## config.mk

```make
export PLATFORM = sky130hd
export DESIGN_NAME = global_regs
export DESIGN_NICKNAME = d
export VERILOG_FILES = /design/src/rtl/global_regs_pkg.sv /design/src/rtl/aux_ref_freq_meter.sv /design/src/rtl/global_regs_ctrlport.sv /design/src/rtl/global_regs.sv
export SDC_FILE = /design/constraint.sdc
export NUM_CORES = 1
export LEC_CHECK = 0
export BUFFER_PORTS_ARGS = -buffer_cell sky130_fd_sc_hd__buf_2
export CORE_UTILIZATION = 55
export CTS_BUF_LIST = sky130_fd_sc_hd__clkbuf_16
export DETAILED_ROUTE_END_ITERATION = 8
export PLACE_DENSITY = 0.76
export REMOVE_ABC_BUFFERS = 1
export SYNTH_ARGS = -nofsm -noshare
export SYNTH_HDL_FRONTEND = slang
export SYNTH_SLANG_ARGS = --single-unit
```

## constraint.sdc

```tcl
create_clock -name s_ctrlport_clk -period 2.79 [get_ports s_ctrlport_clk]
set_clock_uncertainty 0.05 [all_clocks]
set_input_delay 0.4185 -clock s_ctrlport_clk [delete_from_list [all_inputs] [get_ports s_ctrlport_clk]]
set_output_delay 0.4185 -clock s_ctrlport_clk [all_outputs]
set_load 0.02 [all_outputs]
```

## src/rtl/global_regs_pkg.sv

```systemverilog
/*
 * global register block definitions
 * control-port bus types, register map, field layouts and version numbers
 */
package global_regs_pkg;

  // ----------------------------------------
  // control port bus
  // ----------------------------------------

  typedef enum logic [1:0] {
    sts_okay   = 2'd0,
    sts_cmderr = 2'd1
  } ctrl_status_e;

  // one request strobe, write wins over read
  typedef struct packed {
    logic        wr;
    logic        rd;
    logic [19:0] addr;
    logic [31:0] data;
  } ctrlport_req_t;

  typedef struct packed {
    logic         ack;
    ctrl_status_e status;
    logic [31:0]  data;
  } ctrlport_resp_t;

  // ----------------------------------------
  // register fields
  // ----------------------------------------

  typedef enum logic [1:0] {
    pps_int_25mhz = 2'd0,
    pps_int_10mhz = 2'd1,
    pps_ext       = 2'd2
  } pps_select_e;

  typedef enum logic [1:0] {
    trig_io_input      = 2'd0,
    trig_io_pps_output = 2'd1
  } trig_io_select_e;

  typedef struct packed {
    pps_select_e     pps_select;
    trig_io_select_e trig_io_select;
    logic [7:0]      pll_sync_delay;
    // write only, no self clear
    logic            pll_sync_trigger;
    logic [7:0]      pps_brc_delay;
  } clock_ctrl_t;

  typedef struct packed {
    logic [25:0] pps_prc_delay;
    logic [1:0]  prc_rc_divider;
    logic        pps_rc_enabled;
  } pps_ctrl_t;

  typedef struct packed {
    logic en_fabric_clk;
    logic en_gty_rcv_clk;
  } mfg_test_ctrl_t;

  // clocks between aux reference edges
  typedef logic [25:0] aux_ref_freq_t;
  typedef logic [15:0] device_id_t;

  // ----------------------------------------
  // register offsets from base
  // ----------------------------------------

  localparam logic [19:0] compat_num_reg      = 20'h00;
  localparam logic [19:0] scratch_reg         = 20'h0C;
  localparam logic [19:0] device_id_reg       = 20'h10;
  localparam logic [19:0] rfnoc_info_reg      = 20'h14;
  localparam logic [19:0] clock_ctrl_reg      = 20'h18;
  localparam logic [19:0] pps_ctrl_reg        = 20'h1C;
  localparam logic [19:0] chdr_clk_rate_reg   = 20'h20;
  localparam logic [19:0] num_timekeepers_reg = 20'h48;
  localparam logic [19:0] serial_num_low_reg  = 20'h4C;
  localparam logic [19:0] serial_num_high_reg = 20'h50;
  localparam logic [19:0] mfg_test_ctrl_reg   = 20'h54;
  localparam logic [19:0] mfg_test_status_reg = 20'h58;

  // ----------------------------------------
  // field positions, lsb of each field
  // ----------------------------------------

  localparam int compat_minor_pos       = 0;
  localparam int compat_major_pos       = 16;
  localparam int device_id_pos          = 0;
  localparam int pcie_present_bit       = 31;
  localparam int rfnoc_proto_minor_pos  = 0;
  localparam int rfnoc_proto_major_pos  = 8;
  localparam int chdr_width_pos         = 16;
  localparam int pps_select_pos         = 0;
  localparam int trig_io_select_pos     = 4;
  localparam int pll_sync_trigger_pos   = 8;
  localparam int pll_sync_done_pos      = 9;
  localparam int pll_sync_delay_pos     = 16;
  localparam int pps_brc_delay_pos      = 24;
  localparam int pps_prc_delay_pos      = 0;
  localparam int prc_rc_divider_pos     = 28;
  localparam int pps_rc_enabled_pos     = 31;
  localparam int mfg_en_gty_rcv_clk_pos = 0;
  localparam int mfg_en_fabric_clk_pos  = 1;
  localparam int aux_ref_freq_pos       = 0;

  // compatibility number
  localparam logic [15:0] fpga_version_major = 16'd7;
  localparam logic [15:0] fpga_version_minor = 16'd2;

  // zero is reserved for the device id
  localparam device_id_t default_device_id = 16'd1;

endpackage

```

## src/rtl/aux_ref_freq_meter.sv

```systemverilog
`timescale 1ns/1ps
/*
 * aux reference period meter
 * counts control-port clocks between rising edges, zero when saturated
 */
module aux_ref_freq_meter #(
  parameter int unsigned aux_ref_cnt_max = 48000000
) (
  input  logic                           s_ctrlport_clk,
  input  logic                           s_ctrlport_rst,
  input  logic                           fpga_aux_ref,
  output global_regs_pkg::aux_ref_freq_t aux_ref_freq
);
  import global_regs_pkg::*;

  // saturation point in counter width
  localparam aux_ref_freq_t cnt_max = aux_ref_freq_t'(aux_ref_cnt_max);

  logic [1:0]    aux_ref_sync;
  logic          aux_ref_q;
  logic          aux_ref_rise;
  aux_ref_freq_t aux_ref_cnt;

  // 2-flop synchronizer, delayed copy and registered rise pulse
  always_ff @(posedge s_ctrlport_clk) begin
    if (s_ctrlport_rst) begin
      aux_ref_sync <= '0;
      aux_ref_q    <= 1'b0;
      aux_ref_rise <= 1'b0;
    end else begin
      aux_ref_sync <= {aux_ref_sync[0], fpga_aux_ref};
      aux_ref_q    <= aux_ref_sync[1];
      aux_ref_rise <= aux_ref_sync[1] && !aux_ref_q;
    end
  end

  // ----------------------------------------
  // period counter
  // ----------------------------------------

  // two rises P cycles apart latch P-1
  always_ff @(posedge s_ctrlport_clk) begin
    if (s_ctrlport_rst) begin
      aux_ref_cnt  <= '0;
      aux_ref_freq <= '0;
    end else if (aux_ref_rise) begin
      // a saturated count reports zero
      aux_ref_freq <= (aux_ref_cnt < cnt_max) ? aux_ref_cnt : '0;
      aux_ref_cnt  <= '0;
    end else if (aux_ref_cnt < cnt_max) begin
      aux_ref_cnt <= aux_ref_cnt + 1'b1;
    end
  end

endmodule

```

## src/rtl/global_regs_ctrlport.sv

```systemverilog
`timescale 1ns/1ps
/*
 * global register file on the control port
 * decodes writes into the control registers, answers reads one cycle later
 */
module global_regs_ctrlport #(
  parameter int unsigned reg_base        = 0,
  parameter int unsigned reg_size        = 'hC00,
  parameter int unsigned chdr_clk_rate   = 200000000,
  parameter int unsigned chdr_w          = 64,
  parameter logic [15:0] rfnoc_protover  = 16'h0100,
  parameter int unsigned num_timekeepers = 1,
  parameter bit          pcie_present    = 1'b0
) (
  input  logic                            s_ctrlport_clk,
  input  logic                            s_ctrlport_rst,
  input  global_regs_pkg::ctrlport_req_t  req,
  output global_regs_pkg::ctrlport_resp_t resp,
  input  logic                            pll_sync_done,
  input  global_regs_pkg::aux_ref_freq_t  aux_ref_freq,
  output global_regs_pkg::clock_ctrl_t    clock_ctrl,
  output global_regs_pkg::pps_ctrl_t      pps_ctrl,
  output global_regs_pkg::mfg_test_ctrl_t mfg_test_ctrl,
  output global_regs_pkg::device_id_t     device_id
);
  import global_regs_pkg::*;

  // window bounds, one bit wider so base plus size cannot wrap
  localparam logic [32:0] window_lo = 33'(reg_base);
  localparam logic [32:0] window_hi = 33'(reg_base) + 33'(reg_size);

  logic         in_window;
  logic [19:0]  addr_offset;
  logic         wr_hit;
  logic         rd_hit;
  logic [31:0]  rd_word;
  logic [31:0]  scratch;
  logic [63:0]  serial_num;
  logic         resp_ack;
  ctrl_status_e resp_status;
  logic [31:0]  resp_data;

  // ----------------------------------------
  // address decode
  // ----------------------------------------

  assign in_window   = (33'(req.addr) >= window_lo) && (33'(req.addr) < window_hi);
  assign addr_offset = req.addr - window_lo[19:0];

  // writable offsets
  always_comb begin
    case (addr_offset)
      scratch_reg,
      device_id_reg,
      clock_ctrl_reg,
      pps_ctrl_reg,
      serial_num_low_reg,
      serial_num_high_reg,
      mfg_test_ctrl_reg: wr_hit = 1'b1;
      default:           wr_hit = 1'b0;
    endcase
  end

  // ----------------------------------------
  // writable registers
  // ----------------------------------------

  always_ff @(posedge s_ctrlport_clk) begin
    if (s_ctrlport_rst) begin
      scratch       <= '0;
      serial_num    <= '0;
      device_id     <= default_device_id;
      clock_ctrl    <= '{pps_select:       pps_int_25mhz,
                         trig_io_select:   trig_io_input,
                         pll_sync_delay:   8'd0,
                         pll_sync_trigger: 1'b0,
                         pps_brc_delay:    8'd0};
      pps_ctrl      <= '0;
      mfg_test_ctrl <= '0;
    end else if (req.wr && in_window) begin
      case (addr_offset)
        scratch_reg: begin
          scratch <= req.data;
        end
        device_id_reg: begin
          device_id <= req.data[device_id_pos +: $bits(device_id_t)];
        end
        clock_ctrl_reg: begin
          clock_ctrl.pps_select <=
            pps_select_e'(req.data[pps_select_pos +: $bits(pps_select_e)]);
          clock_ctrl.trig_io_select <=
            trig_io_select_e'(req.data[trig_io_select_pos +: $bits(trig_io_select_e)]);
          clock_ctrl.pll_sync_delay   <= req.data[pll_sync_delay_pos +: 8];
          clock_ctrl.pll_sync_trigger <= req.data[pll_sync_trigger_pos];
          clock_ctrl.pps_brc_delay    <= req.data[pps_brc_delay_pos +: 8];
        end
        pps_ctrl_reg: begin
          pps_ctrl.pps_prc_delay  <= req.data[pps_prc_delay_pos +: 26];
          pps_ctrl.prc_rc_divider <= req.data[prc_rc_divider_pos +: 2];
          pps_ctrl.pps_rc_enabled <= req.data[pps_rc_enabled_pos];
        end
        // serial number in two halves
        serial_num_low_reg: begin
          serial_num[31:0] <= req.data;
        end
        serial_num_high_reg: begin
          serial_num[63:32] <= req.data;
        end
        mfg_test_ctrl_reg: begin
          mfg_test_ctrl.en_gty_rcv_clk <= req.data[mfg_en_gty_rcv_clk_pos];
          mfg_test_ctrl.en_fabric_clk  <= req.data[mfg_en_fabric_clk_pos];
        end
        default: begin
          // read-only or unmapped, nothing stored
        end
      endcase
    end
  end

  // ----------------------------------------
  // read word
  // ----------------------------------------

  // undefined bits stay zero
  always_comb begin
    rd_hit  = 1'b1;
    rd_word = '0;
    case (addr_offset)
      compat_num_reg: begin
        rd_word[compat_major_pos +: 16] = fpga_version_major;
        rd_word[compat_minor_pos +: 16] = fpga_version_minor;
      end
      scratch_reg: begin
        rd_word = scratch;
      end
      device_id_reg: begin
        rd_word[pcie_present_bit]                    = pcie_present;
        rd_word[device_id_pos +: $bits(device_id_t)] = device_id;
      end
      rfnoc_info_reg: begin
        rd_word[chdr_width_pos +: 16]       = 16'(chdr_w);
        rd_word[rfnoc_proto_major_pos +: 8] = rfnoc_protover[15:8];
        rd_word[rfnoc_proto_minor_pos +: 8] = rfnoc_protover[7:0];
      end
      clock_ctrl_reg: begin
        // sync trigger is not readable, sync done is the live level
        rd_word[pps_select_pos +: $bits(pps_select_e)]         = clock_ctrl.pps_select;
        rd_word[trig_io_select_pos +: $bits(trig_io_select_e)] = clock_ctrl.trig_io_select;
        rd_word[pll_sync_done_pos]                             = pll_sync_done;
        rd_word[pll_sync_delay_pos +: 8]                       = clock_ctrl.pll_sync_delay;
        rd_word[pps_brc_delay_pos +: 8]                        = clock_ctrl.pps_brc_delay;
      end
      pps_ctrl_reg: begin
        rd_word[pps_prc_delay_pos +: 26] = pps_ctrl.pps_prc_delay;
        rd_word[prc_rc_divider_pos +: 2] = pps_ctrl.prc_rc_divider;
        rd_word[pps_rc_enabled_pos]      = pps_ctrl.pps_rc_enabled;
      end
      chdr_clk_rate_reg: begin
        rd_word = 32'(chdr_clk_rate);
      end
      num_timekeepers_reg: begin
        rd_word = 32'(num_timekeepers);
      end
      serial_num_low_reg: begin
        rd_word = serial_num[31:0];
      end
      serial_num_high_reg: begin
        rd_word = serial_num[63:32];
      end
      mfg_test_ctrl_reg: begin
        rd_word[mfg_en_gty_rcv_clk_pos] = mfg_test_ctrl.en_gty_rcv_clk;
        rd_word[mfg_en_fabric_clk_pos]  = mfg_test_ctrl.en_fabric_clk;
      end
      mfg_test_status_reg: begin
        rd_word[aux_ref_freq_pos +: $bits(aux_ref_freq_t)] = aux_ref_freq;
      end
      default: begin
        rd_hit = 1'b0;
      end
    endcase
  end

  // ----------------------------------------
  // registered response
  // ----------------------------------------

  // no ack outside the window
  always_ff @(posedge s_ctrlport_clk) begin
    if (s_ctrlport_rst) begin
      resp_ack <= 1'b0;
    end else begin
      resp_ack <= (req.wr || req.rd) && in_window;
    end
  end

  // write wins over read, write data is always zero
  always_ff @(posedge s_ctrlport_clk) begin
    if (req.wr) begin
      resp_status <= wr_hit ? sts_okay : sts_cmderr;
      resp_data   <= '0;
    end else begin
      resp_status <= rd_hit ? sts_okay : sts_cmderr;
      resp_data   <= rd_word;
    end
  end

  assign resp = '{ack: resp_ack, status: resp_status, data: resp_data};

endmodule

```

## src/rtl/global_regs.sv

```systemverilog
`timescale 1ns/1ps
/*
 * motherboard global registers
 * control-port register file plus aux reference period meter
 */
module global_regs #(
  parameter int unsigned reg_base        = 0,
  parameter int unsigned reg_size        = 'hC00,
  parameter int unsigned chdr_clk_rate   = 200000000,
  parameter int unsigned chdr_w          = 64,
  parameter logic [15:0] rfnoc_protover  = 16'h0100,
  parameter int unsigned num_timekeepers = 1,
  parameter bit          pcie_present    = 1'b0,
  parameter int unsigned aux_ref_cnt_max = 48000000
) (
  input  logic                            s_ctrlport_clk,
  input  logic                            s_ctrlport_rst,
  input  global_regs_pkg::ctrlport_req_t  req,
  output global_regs_pkg::ctrlport_resp_t resp,
  input  logic                            pll_sync_done,
  input  logic                            fpga_aux_ref,
  output global_regs_pkg::clock_ctrl_t    clock_ctrl,
  output global_regs_pkg::pps_ctrl_t      pps_ctrl,
  output global_regs_pkg::mfg_test_ctrl_t mfg_test_ctrl,
  output global_regs_pkg::device_id_t     device_id
);
  import global_regs_pkg::*;

  // measured period, level between edges
  aux_ref_freq_t aux_ref_freq;

  global_regs_ctrlport #(
    .reg_base        (reg_base),
    .reg_size        (reg_size),
    .chdr_clk_rate   (chdr_clk_rate),
    .chdr_w          (chdr_w),
    .rfnoc_protover  (rfnoc_protover),
    .num_timekeepers (num_timekeepers),
    .pcie_present    (pcie_present)
  ) regs0 (
    .s_ctrlport_clk (s_ctrlport_clk),
    .s_ctrlport_rst (s_ctrlport_rst),
    .req            (req),
    .resp           (resp),
    .pll_sync_done  (pll_sync_done),
    .aux_ref_freq   (aux_ref_freq),
    .clock_ctrl     (clock_ctrl),
    .pps_ctrl       (pps_ctrl),
    .mfg_test_ctrl  (mfg_test_ctrl),
    .device_id      (device_id)
  );

  aux_ref_freq_meter #(
    .aux_ref_cnt_max (aux_ref_cnt_max)
  ) meter0 (
    .s_ctrlport_clk (s_ctrlport_clk),
    .s_ctrlport_rst (s_ctrlport_rst),
    .fpga_aux_ref   (fpga_aux_ref),
    .aux_ref_freq   (aux_ref_freq)
  );

endmodule

```

## Word-level counts from Yosys, hierarchy flattened

Index checks and enable logic that the tools add are counted.

- Flip-flop bits (word level): 255
- Input port bits: 58
- Output and inout bits: 103
- Word-level logic and storage cells: 69

- Add/sub/neg operators: 1
- $lt $le $gt $ge: 2
- Equal/unequal tests: 11
- Muxes and demuxes: 17
- Reduce and logical (&&, ||, !) cells: 16

Operator list:

| kind | count |
|---|---|
| $eq 20x7->1 const B | 5 |
| $pmux 10 s9 | 1 |
| $eq 20x5->1 const B | 4 |
| $pmux 6 s7 | 1 |
| $add 26x1->26 const B | 1 |
| $lt 26x26->1 const B | 1 |
| $mux 26 | 1 |
| $pmux 3 s7 | 1 |
| $eq 20x4->1 const B | 1 |
| $eq 20x6->1 const B | 1 |
| $logic_not 20->1 | 1 |
| $lt 20x12->1 const B | 1 |
| $pmux 2 s10 | 1 |
| $pmux 2 s5 | 2 |
| $pmux 2 s7 | 1 |
| $reduce_and 2->1 | 7 |
| $pmux 2 s6 | 1 |
| $reduce_or 12->1 | 1 |
| $pmux 1 s8 | 1 |
| $reduce_or 7->1 | 1 |
| $pmux 1 s5 | 1 |
| $mux 1 | 4 |
| $pmux 1 s4 | 1 |
| $logic_and 1x1->1 | 3 |
| other kinds (4) | 4 |

## Longest topological paths before layout

- Depth in word-level cells: 5
- Mapped depth: 9
- Gate-level depth less buffers: 5

## Modules after synthesis

From an unflattened synthesis, not the netlist that was laid out.

- Cells, all modules: 1299
- Area, all modules: 10975.5 um^2

By module, submodules not included:

| module | times used | cells each | area each (um^2) | sequential area each (um^2) |
|---|---|---|---|---|
| global_regs_ctrlport | 1 | 1065 | 8622.0 | 3963.8 |
| aux_ref_freq_meter | 1 | 234 | 2353.5 | 1121.1 |

## Worst setup path before layout

OpenSTA, ideal clock, no wires.

- Kind: input to register
- From: input port req[49] in the netlist's numbering
- To: register regs0.device_id[0]
- Library setup time: 0.120 ns
- Arrival: 2.158 ns
- Required time: 2.620 ns
- Slack: 0.462 ns
- Cell stages on the path: 6
- Buffers on the path: 1
- Cells stage by stage: or4_1 > buf_2 > nor4_4 > nand4_2 > and2_0 > a211o_1

- Longest elaborated chain between the ends: 3
- Elaborated cells on any way between the ends: 4
- Those cells by class: 1 x order compare; 1 x eq/ne; 2 x reduce/logical

Ends and longest elaborated chain:

| element | line | RTL |
|---|---|---|
| start, declared | global_regs.sv:18 | `input global_regs_pkg::ctrlport_req_t req,` |
| $lt 20x12->1 | global_regs_ctrlport.sv:47 | `assign in_window = (33'(req.addr) >= window_lo) && (33'(req.addr) < window_hi);` |
| $logic_and 1x1->1 | global_regs_ctrlport.sv:80 | `end else if (req.wr && in_window) begin` |
| $reduce_and 2->1 (no source line) (*) | - |  |
| end signal, assigned | global_regs_ctrlport.sv:72 | `device_id <= default_device_id;` |
| end signal, assigned | global_regs_ctrlport.sv:86 | `device_id <= req.data[device_id_pos +: $bits(device_id_t)];` |
| end, declared | global_regs_ctrlport.sv:24 | `output global_regs_pkg::device_id_t device_id` |

Mark *: on every way between the ends. The rest lies on a longest branch, timed or not.
A chain may end at the register's enable or synchronous reset.

## Final worst setup path

- From: input port req[45] in the netlist's numbering
- To: register regs0.clock_ctrl[15] (netlist name)

- Longest elaborated chain between the ends: 3
- Elaborated cells on any way between the ends: 4
- Those cells by class: 1 x order compare; 1 x eq/ne; 2 x reduce/logical

Ends and longest elaborated chain:

| element | line |
|---|---|
| $lt 20x12->1 | global_regs_ctrlport.sv:47 |
| $logic_and 1x1->1 | global_regs_ctrlport.sv:80 |
| $reduce_and 2->1 (no source line) (*) | - |

Marked as above.

==> impl_metrics.json <==
{
  "maxSlewHeadroom": 0.4911,
  "yosys.area.top_type": "dfxtp_1",
  "syn_avg_cell_area_um2": 8.225,
  "fillers": 1670,
  "fin_cells": 1767,
  "worstSkewPairLatency_ns": 0.54,
  "core_area_um2": 19400,
  "synth_edf_count": 0,
  "grt_setup_unrepaired": "no",
  "cp.buffers_inverters": 2,
  "grt.total_usage": 0.3319,
  "fmaxAchievable_mhz": 455.3,
  "synth_seq_cells": 254,
  "synthTopCellsByCount": "369 x nand2_1, 254 x dfxtp_1, 198 x a21oi_1, 74 x clkbuf_1, 44 x nor2_1",
  "cts_tree": "done",
  "worst-setup-path-type": "in -> reg",
  "synth_ff_type": "dfxtp_1",
  "yosysWarnings": 0,
  "regArea_um2": 5085,
  "required_ns": 3.20,
  "hold_slack_ns": 0.03692,
  "finalSetupViolations": 0,
  "post-dp-hpwl_um": 23080,
  "netlist_instances": 1321,
  "crit_chain": "buf_2, or4_1, nor4_1, and3_1, buf_4, nand2_1, a21oi_1",
  "netlist_area_um2": 10870,
  "clk_pin_slew_ns": 0.06,
  "holdBufCountCts": 0,
  "status": "complete, no violations",
  "grt_max_degree": 166,
  "ir_worst_vdd_mv": 0.5571,
  "wl_um": 34500,
  "via_per_inst": 6.104,
  "row_count": 51,
  "die_w_um": 142.6,
  "clkSinkCount": 254,
  "syn_to_final_growth_pct": 20.00,
  "drv_slew": 0,
  "drive_gt1_frac": 0.2219,
  "fin_nets": 1540,
  "worstSetupEndpointType": "register",
  "power_leakage_uw": 0.004940,
  "cts_root_buf": "clkbuf_16",
  "fin_crit_ns": 2.196,
  "ant_nets": 0,
  "setup_tns_ns": 0,
  "dp.cells": 1717,
  "dr.first_iter.drc_count": 1124,
  "numCtsBuffers": 27,
  "io_pins": 161,
  "cts.path.max_buffers": 3,
  "start_util": 0.5601,
  "worst_slew_pin_slew_ns": 0.7626,
  "die_area_um2": 20320,
  "h-tree-depth": 1,
  "grt_pass1_wl_um": 52580,
  "postCtsResizedCells": 0,
  "cpPeakStageDelay_ns": 0.66,
  "drc_errors": 0,
  "period_share": 0.7872,
  "grt_overflow": 0,
  "critPathLaunchType": "input pin",
  "postCtsSetupBuffers": 0,
  "ys_types": 60,
  "cpMaxStageDelayCell": "or4_1",
  "first_global_vias": 9644,
  "largest_register_ffs": 64,
  "min-delay-path-class": "in -> reg",
  "crit_fanout": 12,
  "arrival_ns": 2.61,
  "vias": 10790,
  "antenna_found_initial": 1,
  "synth_most_common_cell": "nand2_1",
  "gp_congestion": 1.000,
  "multi_input_area_um2": 5325,
  "portBuffers": 159,
  "dr.pass1.iters": 8,
  "die_y_um": 142.6,
  "power_density_nw_per_um2": 574.3,
  "ys_async_sr_fraction": 0,
  "synth_top_area_share": 0.4680,
  "synth_area_leaders": "dfxtp_1 47%, nand2_1 13%, a21oi_1 9.1%",
  "crit_family": "simple AND/OR/NAND/NOR gates",
  "ys_seq_area_frac": 0.4680,
  "hold_viol": 0,
  "drv_cap": 0,
  "detail_route.wl_per_cell_um": 19.52
}
[cells in the final DEF, fill, tap and decap left out, types with 4 or more instances in the layout]
| cell | instances |
|---|---|
| nand2_1 | 369 |
| dfxtp_1 | 254 |
| a21oi_1 | 198 |
| buf_2 | 158 |
| buf_4 | 76 |
| nor2_1 | 41 |
| mux2_2 | 33 |
| a22o_1 | 29 |
| clkbuf_16 | 27 |
| mux2i_1 | 26 |
| nand3_1 | 25 |
| a22oi_1 | 24 |
| nand4_1 | 20 |
| a31oi_1 | 20 |
| a41oi_1 | 13 |
| nor3_1 | 11 |
| and3_1 | 10 |
| clkinv_1 | 9 |
| o21ai_0 | 9 |
| a211oi_1 | 8 |
| nor4_1 | 8 |
| a32oi_1 | 8 |
| inv_1 | 7 |
| nor2b_1 | 7 |
| xnor2_1 | 7 |
| o2bb2ai_1 | 7 |
| a41o_1 | 6 |
| a31o_2 | 6 |
| nor4_2 | 5 |
| and4_1 | 5 |
| or3_1 | 5 |
| nand2b_1 | 4 |
| or2_2 | 4 |
| nand4b_1 | 4 |
[cell families (layout without fill, tap and decap cells)]
family,count (synthesis),count (layout),share of synthesized area
and+or+nand+nor,539,539,0.2214
AOI/OAI and AO/OA,349,349,0.2007
DFF,254,254,0.4680
buffers and inverters,111,291,0.04457
muxes,59,59,0.05815
xor gates and xnor gates,7,7,0.005643
adders and majority gates,1,1,0.001151
other,1,2,0.0003451
[where the power goes]
part | internal (uW) | switching [uW]
logic | 93.8 | 215
clock network | 2050 | 1500
registers | 3630 | 6.06
[per-stage QoR]
step	utilization	area, um2	worst slack, ns	total power (uW)
final	0.6721	13040	0.5936	7488
after global routing	0.6720	13040	0.5452	7676
after CTS	0.6720	13040	0.6624	7508
after detailed placement	0.6271	12170	0.1433	4018
after global placement	0.6271	12170	0.1268	4017
after floorplan	-	10400	-1.407	3803
[metal layers]
metal  GRT usage  wire [um]  vias up
met5           0          0        -
met1      0.4387      13810     5067
met4      0.1483       1519        0
li1            -          -     4996
met2      0.5222      15620      591
met3     0.06797       3548      131
[area by class of cell]
cell class / count / share of cell area
Clock buffer: 27 / 0.05182
Clock inverter: 22 / 0.01497
Inverter: 6 / 0.001727
Tap cell: 265 / 0.02543
Multi-Input combinational cell: 956 / 0.4084
Timing Repair Buffer: 236 / 0.1075
Antenna cell: 1 / 0.0001919
Sequential cell: 254 / 0.3900
[worst paths after layout]
kind | slack [ns] | to | from | depth (start not counted)
setup reg to reg | 0.72 | meter0.aux_ref_freq[19] | meter0.aux_ref_cnt[15] | 6
hold / removal | 0.04 | meter0.aux_ref_sync[0] | fpga_aux_ref | 2
setup / recovery | 0.59 | regs0.clock_ctrl[15] | req[45] | 7
hold reg to reg | 0.33 | meter0.aux_ref_rise | meter0.aux_ref_q | 1
No activity file was read; power rests on OpenSTA's default activity.
